===== src/logic/dmm_pkg.sv =====
// shared types for the dmm core; register map is fixed at 7-bit addresses, frames are 8 + REG_W bits

package dmm_pkg;

  //////////////////////////////////////////////////
  // widths

  localparam int REG_W   = 32;  // spi register width
  localparam int COUNT_W = 24;  // precharge and aperture counters

  localparam logic [7:0] STATUS_MAGIC = 8'hAA;  // low byte of status, lets host check the link

  //////////////////////////////////////////////////
  // register map

  typedef enum logic [6:0] {
    ADDR_STATUS    = 7'd0,  // read only
    ADDR_MODE      = 7'd1,
    ADDR_DIRECT    = 7'd2,
    ADDR_APERTURE  = 7'd3,  // mock adc aperture, clocks
    ADDR_PRECHARGE = 7'd4,  // precharge phase, clocks
    ADDR_SEQ_N     = 7'd5,  // entries minus one
    ADDR_SEQ0      = 7'd6,
    ADDR_SEQ1      = 7'd7,
    ADDR_SEQ2      = 7'd8,
    ADDR_SEQ3      = 7'd9
  } reg_addr_e;

  // output mode select
  // 4, 6 and 7 are kept for host software but only drive zeros
  typedef enum logic [2:0] {
    MODE_DIRECT      = 3'd0,
    MODE_LO          = 3'd1,
    MODE_HI          = 3'd2,
    MODE_PATTERN     = 3'd3,
    MODE_PC_TEST     = 3'd4,
    MODE_AZ_TEST     = 3'd5,
    MODE_REFMUX_TEST = 3'd6,
    MODE_ADC         = 3'd7
  } output_mode_e;

  typedef enum logic [1:0] {
    SEQ_IDLE      = 2'd0,
    SEQ_PRECHARGE = 2'd1,
    SEQ_SAMPLE    = 2'd2
  } seq_state_e;

  // one sequence step, low six bits of a SEQ register
  typedef struct packed {
    logic [3:0] azmux;
    logic [1:0] pc_sw;
  } seq_entry_t;

  // board outputs, msb first; direct register maps onto this bit for bit
  typedef struct packed {
    logic       meas_complete;
    logic       spi_interrupt;
    logic [3:0] azmux;
    logic [1:0] pc_sw;
    logic [7:0] monitor;
    logic [3:0] leds;
  } out_bus_t;

endpackage


===== src/logic/spi_register_set.sv =====
// spi slave sampled on clk_i, needs sck at or below clk_i/8; only exact 8+REG_W bit frames write
`timescale 1ns/100ps

module spi_register_set
  import dmm_pkg::*;
#(
  parameter int REG_W   = dmm_pkg::REG_W,
  parameter int COUNT_W = dmm_pkg::COUNT_W
) (
  input  logic              clk_i,
  input  logic              rst_i,
  input  logic              sck_i,
  input  logic              ss_i,        // active low
  input  logic              sdi_i,
  input  logic [3:0]        hw_flags_i,
  output logic              sdo_o,
  output output_mode_e      mode_o,
  output logic [REG_W-1:0]  direct_o,
  output logic [COUNT_W-1:0] aperture_o,
  output logic [COUNT_W-1:0] precharge_o,
  output logic [1:0]        seq_n_o,
  output seq_entry_t [3:0]  seq_o
);

  localparam int ADDR_W  = 7;
  localparam int FRAME_W = 1 + ADDR_W + REG_W;      // write flag, address, data
  localparam int CNT_W   = $clog2(FRAME_W + 1) + 1; // headroom so long frames saturate past FRAME_W

  logic [2:0]         sck_q;    // two sync stages plus one for edge detect
  logic [2:0]         ss_q;
  logic [1:0]         sdi_q;
  logic [3:0]         hw_q;     // status flags, sampled every clock
  logic [3:0]         hw_qq;
  logic [CNT_W-1:0]   bit_cnt_q;
  logic [FRAME_W-1:0] rx_q;     // incoming frame
  logic [REG_W-1:0]   tx_q;     // readback shifter
  logic [REG_W-1:0]   rd_data;
  logic [ADDR_W-1:0]  rd_addr;
  logic [ADDR_W-1:0]  wr_addr;
  logic [REG_W-1:0]   wr_data;
  logic               active, sck_rise, sck_fall, ss_fall, ss_rise;

  assign active   = ~ss_q[1];
  assign sck_rise =  sck_q[1] & ~sck_q[2];
  assign sck_fall = ~sck_q[1] &  sck_q[2];
  assign ss_fall  = ~ss_q[1]  &  ss_q[2];
  assign ss_rise  =  ss_q[1]  & ~ss_q[2];

  assign rd_addr = {rx_q[ADDR_W-2:0], sdi_q[1]};  // address complete as its last bit arrives
  assign wr_addr = rx_q[FRAME_W-2 -: ADDR_W];
  assign wr_data = rx_q[REG_W-1:0];

  //////////////////////////////////////////////////
  // pin sync

  always_ff @(posedge clk_i) begin
    if (rst_i) begin
      sck_q <= '0;
      ss_q  <= '1;   // deselected, no false frame start out of reset
      sdi_q <= '0;
    end else begin
      sck_q <= {sck_q[1:0], sck_i};
      ss_q  <= {ss_q[1:0], ss_i};
      sdi_q <= {sdi_q[0], sdi_i};
    end
  end

  always_ff @(posedge clk_i) begin
    hw_q  <= hw_flags_i;
    hw_qq <= hw_q;
  end

  //////////////////////////////////////////////////
  // readback mux

  always_comb begin
    rd_data = '0;  // unknown address reads zero
    case (rd_addr)
      ADDR_STATUS: begin
        rd_data[11:8] = hw_qq;
        rd_data[7:0]  = STATUS_MAGIC;
      end
      ADDR_MODE:      rd_data[2:0]         = mode_o;
      ADDR_DIRECT:    rd_data              = direct_o;
      ADDR_APERTURE:  rd_data[COUNT_W-1:0] = aperture_o;
      ADDR_PRECHARGE: rd_data[COUNT_W-1:0] = precharge_o;
      ADDR_SEQ_N:     rd_data[1:0]         = seq_n_o;
      ADDR_SEQ0:      rd_data[5:0]         = seq_o[0];
      ADDR_SEQ1:      rd_data[5:0]         = seq_o[1];
      ADDR_SEQ2:      rd_data[5:0]         = seq_o[2];
      ADDR_SEQ3:      rd_data[5:0]         = seq_o[3];
      default:        rd_data              = '0;
    endcase
  end

  //////////////////////////////////////////////////
  // frame shifting

  always_ff @(posedge clk_i) begin
    if (rst_i) begin
      bit_cnt_q <= '0;
      sdo_o     <= 1'b0;
    end else if (ss_fall) begin
      bit_cnt_q <= '0;    // new frame
      sdo_o     <= 1'b0;
    end else if (active) begin
      if (sck_rise && bit_cnt_q != '1)
        bit_cnt_q <= bit_cnt_q + 1'b1;
      if (sck_fall) begin
        if (bit_cnt_q >= CNT_W'(ADDR_W + 1) && bit_cnt_q < CNT_W'(FRAME_W))
          sdo_o <= tx_q[REG_W-1];   // data phase, msb first
        else
          sdo_o <= 1'b0;            // address byte and overrun
      end
    end
  end

  // payload shifters, no reset needed
  always_ff @(posedge clk_i) begin
    if (active && sck_rise) begin
      rx_q <= {rx_q[FRAME_W-2:0], sdi_q[1]};
      if (bit_cnt_q == CNT_W'(ADDR_W))
        tx_q <= rd_data;           // latch on last address bit
    end else if (active && sck_fall && bit_cnt_q > CNT_W'(ADDR_W)) begin
      tx_q <= {tx_q[REG_W-2:0], 1'b0};
    end
  end

  //////////////////////////////////////////////////
  // register bank, commit on ss rise

  always_ff @(posedge clk_i) begin
    if (rst_i) begin
      mode_o      <= MODE_DIRECT;
      direct_o    <= '0;
      aperture_o  <= '0;
      precharge_o <= '0;
      seq_n_o     <= '0;
      seq_o       <= '0;
    end else if (ss_rise && bit_cnt_q == CNT_W'(FRAME_W) && rx_q[FRAME_W-1]) begin
      case (wr_addr)
        ADDR_MODE:      mode_o      <= output_mode_e'(wr_data[2:0]);
        ADDR_DIRECT:    direct_o    <= wr_data;
        ADDR_APERTURE:  aperture_o  <= wr_data[COUNT_W-1:0];
        ADDR_PRECHARGE: precharge_o <= wr_data[COUNT_W-1:0];
        ADDR_SEQ_N:     seq_n_o     <= wr_data[1:0];
        ADDR_SEQ0:      seq_o[0]    <= wr_data[5:0];
        ADDR_SEQ1:      seq_o[1]    <= wr_data[5:0];
        ADDR_SEQ2:      seq_o[2]    <= wr_data[5:0];
        ADDR_SEQ3:      seq_o[3]    <= wr_data[5:0];
        default: ;  // status and unknown addresses ignored
      endcase
    end
  end

endmodule


===== src/logic/sequence_acquisition.sv =====
// auto-zero sequencer; run_i must already combine trigger and mode, precharge of 0 runs as 1 clock
`timescale 1ns/100ps

module sequence_acquisition
  import dmm_pkg::*;
#(
  parameter int COUNT_W         = dmm_pkg::COUNT_W,
  parameter int SEQ_MAX_ENTRIES = 4,
  localparam int IDX_W          = $clog2(SEQ_MAX_ENTRIES)
) (
  input  logic                             clk_i,
  input  logic                             rst_i,
  input  logic                             run_i,
  input  logic [IDX_W-1:0]                 seq_n_i,     // last entry index
  input  seq_entry_t [SEQ_MAX_ENTRIES-1:0] seq_i,
  input  logic [COUNT_W-1:0]               precharge_i,
  input  logic                             measure_valid_i,
  output logic                             adc_start_o,
  output out_bus_t                         bus_o
);

  seq_state_e         state_q;
  logic [COUNT_W-1:0] pc_cnt_q;
  logic [COUNT_W-1:0] pc_load;
  logic [IDX_W-1:0]   idx_q;
  logic               done_q;   // measurement finished, one clock
  seq_entry_t         entry;

  assign pc_load = (precharge_i == '0) ? COUNT_W'(1) : precharge_i;
  assign entry   = seq_i[idx_q];

  //////////////////////////////////////////////////
  // fsm

  always_ff @(posedge clk_i) begin
    if (rst_i) begin
      state_q     <= SEQ_IDLE;
      pc_cnt_q    <= '0;
      idx_q       <= '0;
      adc_start_o <= 1'b0;
      done_q      <= 1'b0;
    end else if (!run_i) begin
      state_q     <= SEQ_IDLE;   // trigger dropped or mode changed
      idx_q       <= '0;
      adc_start_o <= 1'b0;
      done_q      <= 1'b0;
    end else begin
      adc_start_o <= 1'b0;
      done_q      <= 1'b0;
      case (state_q)
        SEQ_IDLE: begin
          state_q  <= SEQ_PRECHARGE;
          pc_cnt_q <= pc_load;
        end
        SEQ_PRECHARGE: begin
          if (pc_cnt_q == COUNT_W'(1)) begin
            state_q     <= SEQ_SAMPLE;
            adc_start_o <= 1'b1;     // single start per sample phase
          end else begin
            pc_cnt_q <= pc_cnt_q - 1'b1;
          end
        end
        SEQ_SAMPLE: begin
          if (measure_valid_i) begin   // wait length set by the adc
            done_q   <= 1'b1;
            state_q  <= SEQ_PRECHARGE;
            pc_cnt_q <= pc_load;
            idx_q    <= (idx_q == seq_n_i) ? '0 : idx_q + 1'b1;
          end
        end
        default: state_q <= SEQ_IDLE;
      endcase
    end
  end

  //////////////////////////////////////////////////
  // az test output bus

  always_comb begin
    bus_o               = '0;
    bus_o.meas_complete = done_q;
    bus_o.spi_interrupt = done_q;     // host irq tracks completion
    bus_o.leds          = 4'b0001 << idx_q;
    bus_o.monitor[1:0]  = state_q;
    bus_o.monitor[3:2]  = 2'(idx_q);
    if (state_q != SEQ_IDLE)
      bus_o.azmux = entry.azmux;
    if (state_q == SEQ_SAMPLE)
      bus_o.pc_sw = entry.pc_sw;      // switches open while precharging
  end

endmodule


===== src/logic/adc_mock.sv =====
// stand-in adc for timing tests; no conversion, starts while busy are dropped, aperture 0 runs as 1
`timescale 1ns/100ps

module adc_mock
  import dmm_pkg::*;
#(
  parameter int COUNT_W = dmm_pkg::COUNT_W
) (
  input  logic               clk_i,
  input  logic               rst_i,
  input  logic               start_i,
  input  logic [COUNT_W-1:0] aperture_i,
  output logic               measure_valid_o,
  output logic               busy_o
);

  logic [COUNT_W-1:0] cnt_q;

  // valid lands exactly aperture clocks after the start pulse
  always_ff @(posedge clk_i) begin
    if (rst_i) begin
      cnt_q           <= '0;
      busy_o          <= 1'b0;
      measure_valid_o <= 1'b0;
    end else begin
      measure_valid_o <= 1'b0;
      if (busy_o) begin
        if (cnt_q == COUNT_W'(1)) begin
          busy_o          <= 1'b0;
          measure_valid_o <= 1'b1;
        end else begin
          cnt_q <= cnt_q - 1'b1;
        end
      end else if (start_i) begin
        cnt_q  <= (aperture_i == '0) ? COUNT_W'(1) : aperture_i;
        busy_o <= 1'b1;
      end
    end
  end

endmodule


===== src/logic/output_mode_mux.sv =====
// output select per mode, registered so pins lag their source by one clock; codes 4, 6, 7 give zeros
`timescale 1ns/100ps

module output_mode_mux
  import dmm_pkg::*;
#(
  parameter int REG_W = dmm_pkg::REG_W
) (
  input  logic             clk_i,
  input  logic             rst_i,
  input  output_mode_e     mode_i,
  input  logic [REG_W-1:0] direct_i,
  input  out_bus_t         az_bus_i,
  input  logic             adc_busy_i,
  output out_bus_t         bus_o
);

  localparam int BUS_W = $bits(out_bus_t);

  logic [REG_W-1:0] pat_cnt_q;  // free running test pattern
  out_bus_t         bus_d;

  always_ff @(posedge clk_i) begin
    if (rst_i)
      pat_cnt_q <= '0;
    else
      pat_cnt_q <= pat_cnt_q + 1'b1;
  end

  //////////////////////////////////////////////////
  // mode select

  always_comb begin
    case (mode_i)
      MODE_DIRECT:  bus_d = out_bus_t'(direct_i[BUS_W-1:0]);
      MODE_LO:      bus_d = '0;
      MODE_HI:      bus_d = '1;
      MODE_PATTERN: bus_d = out_bus_t'(pat_cnt_q[BUS_W-1:0]);  // needs a running clock
      MODE_AZ_TEST: begin
        bus_d            = az_bus_i;
        bus_d.monitor[4] = adc_busy_i;   // aperture visible on scope
      end
      default:      bus_d = '0;          // reserved codes
    endcase
  end

  always_ff @(posedge clk_i) begin
    if (rst_i)
      bus_o <= '0;
    else
      bus_o <= bus_d;
  end

endmodule


===== src/logic/dmm_top.sv =====
// dmm control core, single clock domain; sck at or below clk_i/8, trigger_i taken as a raw level
`timescale 1ns/100ps

module dmm_top
  import dmm_pkg::*;
#(
  parameter int REG_W           = dmm_pkg::REG_W,
  parameter int COUNT_W         = dmm_pkg::COUNT_W,
  parameter int SEQ_MAX_ENTRIES = 4
) (
  input  logic       clk_i,
  input  logic       rst_i,
  input  logic       sck_i,
  input  logic       ss_i,
  input  logic       sdi_i,
  output logic       sdo_o,
  input  logic [3:0] hw_flags_i,
  input  logic       trigger_i,
  output logic [3:0] leds_o,
  output logic [7:0] monitor_o,
  output logic [1:0] pc_sw_o,
  output logic [3:0] azmux_o,
  output logic       spi_interrupt_o,
  output logic       meas_complete_o
);

  output_mode_e       mode;
  logic [REG_W-1:0]   direct;
  logic [COUNT_W-1:0] aperture;
  logic [COUNT_W-1:0] precharge;
  logic [1:0]         seq_n;
  seq_entry_t [3:0]   seq;
  logic               run;
  logic               adc_start, adc_valid, adc_busy;
  out_bus_t           az_bus;
  out_bus_t           out_bus;

  assign run = trigger_i && (mode == MODE_AZ_TEST);  // sequencer only in az test

  //////////////////////////////////////////////////
  // host registers

  spi_register_set #(.REG_W(REG_W), .COUNT_W(COUNT_W)) u_regs (
    .clk_i, .rst_i, .sck_i, .ss_i, .sdi_i, .hw_flags_i, .sdo_o,
    .mode_o(mode), .direct_o(direct), .aperture_o(aperture),
    .precharge_o(precharge), .seq_n_o(seq_n), .seq_o(seq)
  );

  //////////////////////////////////////////////////
  // az sequence with mocked adc

  sequence_acquisition #(.COUNT_W(COUNT_W), .SEQ_MAX_ENTRIES(SEQ_MAX_ENTRIES)) u_seq (
    .clk_i, .rst_i, .run_i(run), .seq_n_i(seq_n), .seq_i(seq),
    .precharge_i(precharge), .measure_valid_i(adc_valid),
    .adc_start_o(adc_start), .bus_o(az_bus)
  );

  adc_mock #(.COUNT_W(COUNT_W)) u_adc (
    .clk_i, .rst_i, .start_i(adc_start), .aperture_i(aperture),
    .measure_valid_o(adc_valid), .busy_o(adc_busy)
  );

  output_mode_mux #(.REG_W(REG_W)) u_mux (
    .clk_i, .rst_i, .mode_i(mode), .direct_i(direct), .az_bus_i(az_bus),
    .adc_busy_i(adc_busy), .bus_o(out_bus)
  );

  // pins
  assign meas_complete_o = out_bus.meas_complete;
  assign spi_interrupt_o = out_bus.spi_interrupt;
  assign azmux_o         = out_bus.azmux;
  assign pc_sw_o         = out_bus.pc_sw;
  assign monitor_o       = out_bus.monitor;
  assign leds_o          = out_bus.leds;

endmodule


===== config.mk =====
export PLATFORM = sky130hd
export DESIGN_NAME = dmm_top
export DESIGN_NICKNAME = d
export VERILOG_FILES = /design/src/logic/dmm_pkg.sv /design/src/logic/spi_register_set.sv /design/src/logic/sequence_acquisition.sv /design/src/logic/adc_mock.sv /design/src/logic/output_mode_mux.sv /design/src/logic/dmm_top.sv
export SDC_FILE = /design/constraint.sdc
export NUM_CORES = 1
export LEC_CHECK = 0
export ABC_AREA = 1
export BUFFER_PORTS_ARGS = -buffer_cell sky130_fd_sc_hd__buf_2
export CAP_MARGIN = 0
export CORE_UTILIZATION = 63
export CTS_CLUSTER_DIAMETER = 80
export DETAILED_ROUTE_END_ITERATION = 10
export PLACE_DENSITY = 0.89
export SLEW_MARGIN = 10
export SYNTH_ARGS = -nofsm -noshare
export SYNTH_HDL_FRONTEND = slang
export SYNTH_SLANG_ARGS = --single-unit

===== constraint.sdc =====
create_clock -name clk_i -period 5.1 [get_ports clk_i]
set_clock_uncertainty 0.1 [all_clocks]
set_input_delay 0.765 -clock clk_i [delete_from_list [all_inputs] [get_ports clk_i]]
set_output_delay 0.765 -clock clk_i [all_outputs]
set_load 0.02 [all_outputs]

==> results_dict.tcl <==
set metrics [dict create \
    status "completed" \
    r2r-end "u_regs.tx_q[26]" \
    r2r_setup_slack_ps 2170 \
    cts_tree "yes" \
    power.share.switching_pct 21.17 \
    die_area_sq_um 23210 \
    core_sq_um 22030 \
    critPathCaptureType "flip-flop" \
    wl_met1_mm 15.43 \
    drive_gt1_share_pct 5.752 \
    rsz0062_at_grt "false" \
    reg2reg_depth 7 \
    fin_crit_ps 2934 \
    whs_endpoint "u_regs.hw_q[1]" \
    nets 1978 \
    timing.rr.start "u_regs.ss_q[1]" \
    fillers 1675 \
    routedWlPerCell_um 17.67 \
    min_path_cells 1 \
    grtUsageTotal_pct 34.08 \
    route.met2.wl_mm 18.00 \
    synth_seq_area_share_pct 47.37 \
    worst_path_most_repeated_cell "buf_4" \
    synthCells 1962 \
    yosys.area.top_type "dfxtp_1" \
    overflow 0 \
    wl_met3_mm 4.558 \
    crit_path_max_incr_delay_ps 680 \
    first_pass_iters 8 \
    final_common_cell "nand2_1" \
    cp_data_required_time_ps 5410 \
    synth_enable_flop_cells 72 \
    maxUsedRoutingLayer "met4" \
    syn_area_sq_um 14240 \
    ys_types 45 \
    vias_per_cell 6.053 \
    h-tree-depth 1 \
    die_y_um 152.4 \
    worst_slew_pin_slew_ps 1169 \
    port_buffers 30 \
    total_power_mw 4.779 \
    yosys_most_used_dff "dfxtp_1" \
    cts_resized 0 \
    remaining_drc_errors 0 \
    hp-class "in2reg" \
    yosys_warnings 0 \
    path_clk_slew_ps 60 \
    drt-initial-drc-count 1757 \
    tns_ps 0 \
    root_buffer "clkbuf_16" \
    ys_seq_elements 301 \
    max-vdd-ir-drop_mv 0.2941 \
    hold_start "hw_flags_i[1]" \
    slew_violations 0 \
    power_frac_clock_pct 47.5 \
    relSlewSlack_pct 21.84 \
    gp_congestion 0.9733 \
    syn_nets 1983 \
    antenna_left 0 \
    p_switching_mw 1.012 \
    yosysTopAreaCellShare_pct 32.19 \
    clk_latency_ps 580 \
    power.leakage_nw 6.480 \
    wl_mm 39.98 \
    grt_pass1_vias 12680 \
    path_buf_inv 4 \
    cts_buffer_depth 3 \
    clock.fmax_ghz 0.3408 \
    grt_pass1_wl_mm 64.18 \
    critPathSlowestCell "nand3_1" \
    finalHoldViolations 0 \
    timing.final.crit_share_pct 57.54 \
    most-common-layout-cells "nand2_1 (433), nor2_1 (389), dfxtp_1 (229), inv_1 (203), o21ai_0 (127)" \
    path_class "reg2reg" \
    intPower_mw 3.768 \
    worstPathMaxFanout 60 \
    worstPathArrival_ps 3240 \
    start_kind "flip-flop" \
    path_delay_family "buffers and inverters" \
    cts_num_sinks 301 \
    grt_max_degree 86 \
    p_comb_share_pct 1.3 \
    seq_power_share_pct 51.2 \
    fp-row-count 54 \
    power_density_nw_per_um2 307.9 \
    die_x_um 152.4 \
    ios 31 \
    drv_cap 0 \
    setup_viol 0 \
    diodes 0 \
    ys_async_sr_fraction_pct 0 \
    initial_core_util_pct 64.66 \
    post-cts-setup-buffers 0 \
    dp_hpwl_mm 26.78 \
    synthTopCellsByArea "dfxtp_1 (32%), edfxtp_1 (15%), nand2_1 (11%)" \
    cts_buffers 31 \
    avgSynthCellArea_sq_um 7.259 \
    via_count 13690 \
    area_growth_pct 9.005 \
    antenna_found_initial 0 \
    cts_hold_buf 0 \
    path_cells "inv_1 -> nand3_1 -> buf_4 -> inv_2 -> buf_4 -> nand2_1 -> o21ai_0" \
]
## power by group through the flow
stage / sequential (mW) / combinational (mW) / clock, mW
2_1_floorplan: 2.50 / 0.0419 / 0
3_3_place_gp: 2.50 / 0.0579 / 0
3_5_place_dp: 2.50 / 0.0595 / 0
4_1_cts: 2.45 / 0.0608 / 2.27
5_1_grt: 2.45 / 0.0679 / 2.37
6_report: 2.45 / 0.0622 / 2.27
## logic make-up (layout without fill, tap and decap cells)
family                   count (synthesis)  after routing  synth area share (%)
adder cells (fa/ha/maj)                 11             11                0.9663
buffers and inverters                  288            308                 8.021
AND/OR/NAND/NOR                       1030           1030                 29.80
XOR/XNOR                                12             12                0.7379
AO/OA/AOI/OAI                          320            320                 13.11
flip-flops                             301            301                 47.37
## layout make-up
type	count	area (sq um)	share of cell area, %
clock inverter	13	136.4	0.8785
inverter	210	789.5	5.085
clock buffer	45	888.4	5.722
multi-input combinational	1373	6386	41.13
sequential	301	6746	43.46
timing repair buffer	40	227.7	1.467
tap	280	350.3	2.257
## metrics by stage
stage | setup slack [ps] | std cells | hold WS, ps | cell area (sq um) | util, %
after floorplan | 1426 | 1962 | 209.6 | 14240 | -
after global placement | 2360 | 2204 | 215.3 | 14500 | 65.83
after detailed placement | 2276 | 2204 | 215.7 | 14500 | 65.83
after CTS | 2189 | 2262 | 184.5 | 15520 | 70.48
after global routing | 1964 | 2262 | 186.5 | 15520 | 70.48
final | 2166 | 2262 | 187.5 | 15520 | 70.48
## worst max-delay path by stage
| stage | from | end | slack [ps] | cells past startpoint |
|---|---|---|---|---|
| floorplan | u_regs.ss_q[1] | u_regs.tx_q[0] | 1430 | 4 |
| CTS | u_regs.ss_q[1] | u_regs.tx_q[25] | 2190 | 7 |
| detailed placement | u_regs.ss_q[1] | u_regs.tx_q[25] | 2280 | 7 |
| global route | u_regs.ss_q[1] | u_regs.tx_q[25] | 1960 | 7 |
| global placement | u_regs.ss_q[1] | u_regs.tx_q[11] | 2360 | 7 |
| finish | u_regs.ss_q[1] | u_regs.tx_q[26] | 2170 | 7 |
## state kept, by name, indices dropped and copies added (netlist names), 3 cells and up
name	flops
u_regs.precharge_o	24
u_regs.ss_q	3
u_regs.mode_o	3
u_regs.hw_qq	4
u_mux.pat_cnt_q	20
u_seq.pc_cnt_q	24
u_regs.rx_q	40
u_regs.sck_q	3
u_adc.cnt_q	24
u_mux.bus_o	20
u_regs.bit_cnt_q	7
u_regs.aperture_o	24
u_regs.seq_o	24
u_regs.direct_o	32
u_regs.tx_q	32
u_regs.hw_q	4
## cell usage after synthesis, types with 4 or more instances
cell type,count
buf_2,25
xor2_1,10
nand3_1,120
inv_1,205
ha_1,11
a221oi_1,6
o21ai_0,127
a211oi_1,64
nand4_1,24
dfxtp_1,229
nand3b_1,4
a21oi_1,80
or2_2,4
nand2_1,433
o22ai_1,23
nor3_1,35
clkbuf_1,44
a21oi_2,5
edfxtp_1,72
nor2_1,392
buf_1,4
## worst register-to-register path, delay by kind of cell, from the launching register on
| family | cells | cell delay, ps |
|---|---|---|
| and+or+nand+nor | 2 | 830 |
| DFF | 1 | 330 |
| buffers and inverters | 4 | 1330 |
| AOI/OAI and AO/OA | 1 | 180 |
## routing by layer
metal,vias up,global-route usage [%]
met2,938,54.82
met5,-,0
met1,6163,44.08
met4,0,17.30
met3,182,6.371
li1,6410,-
(Power assumes the default switching activity.)
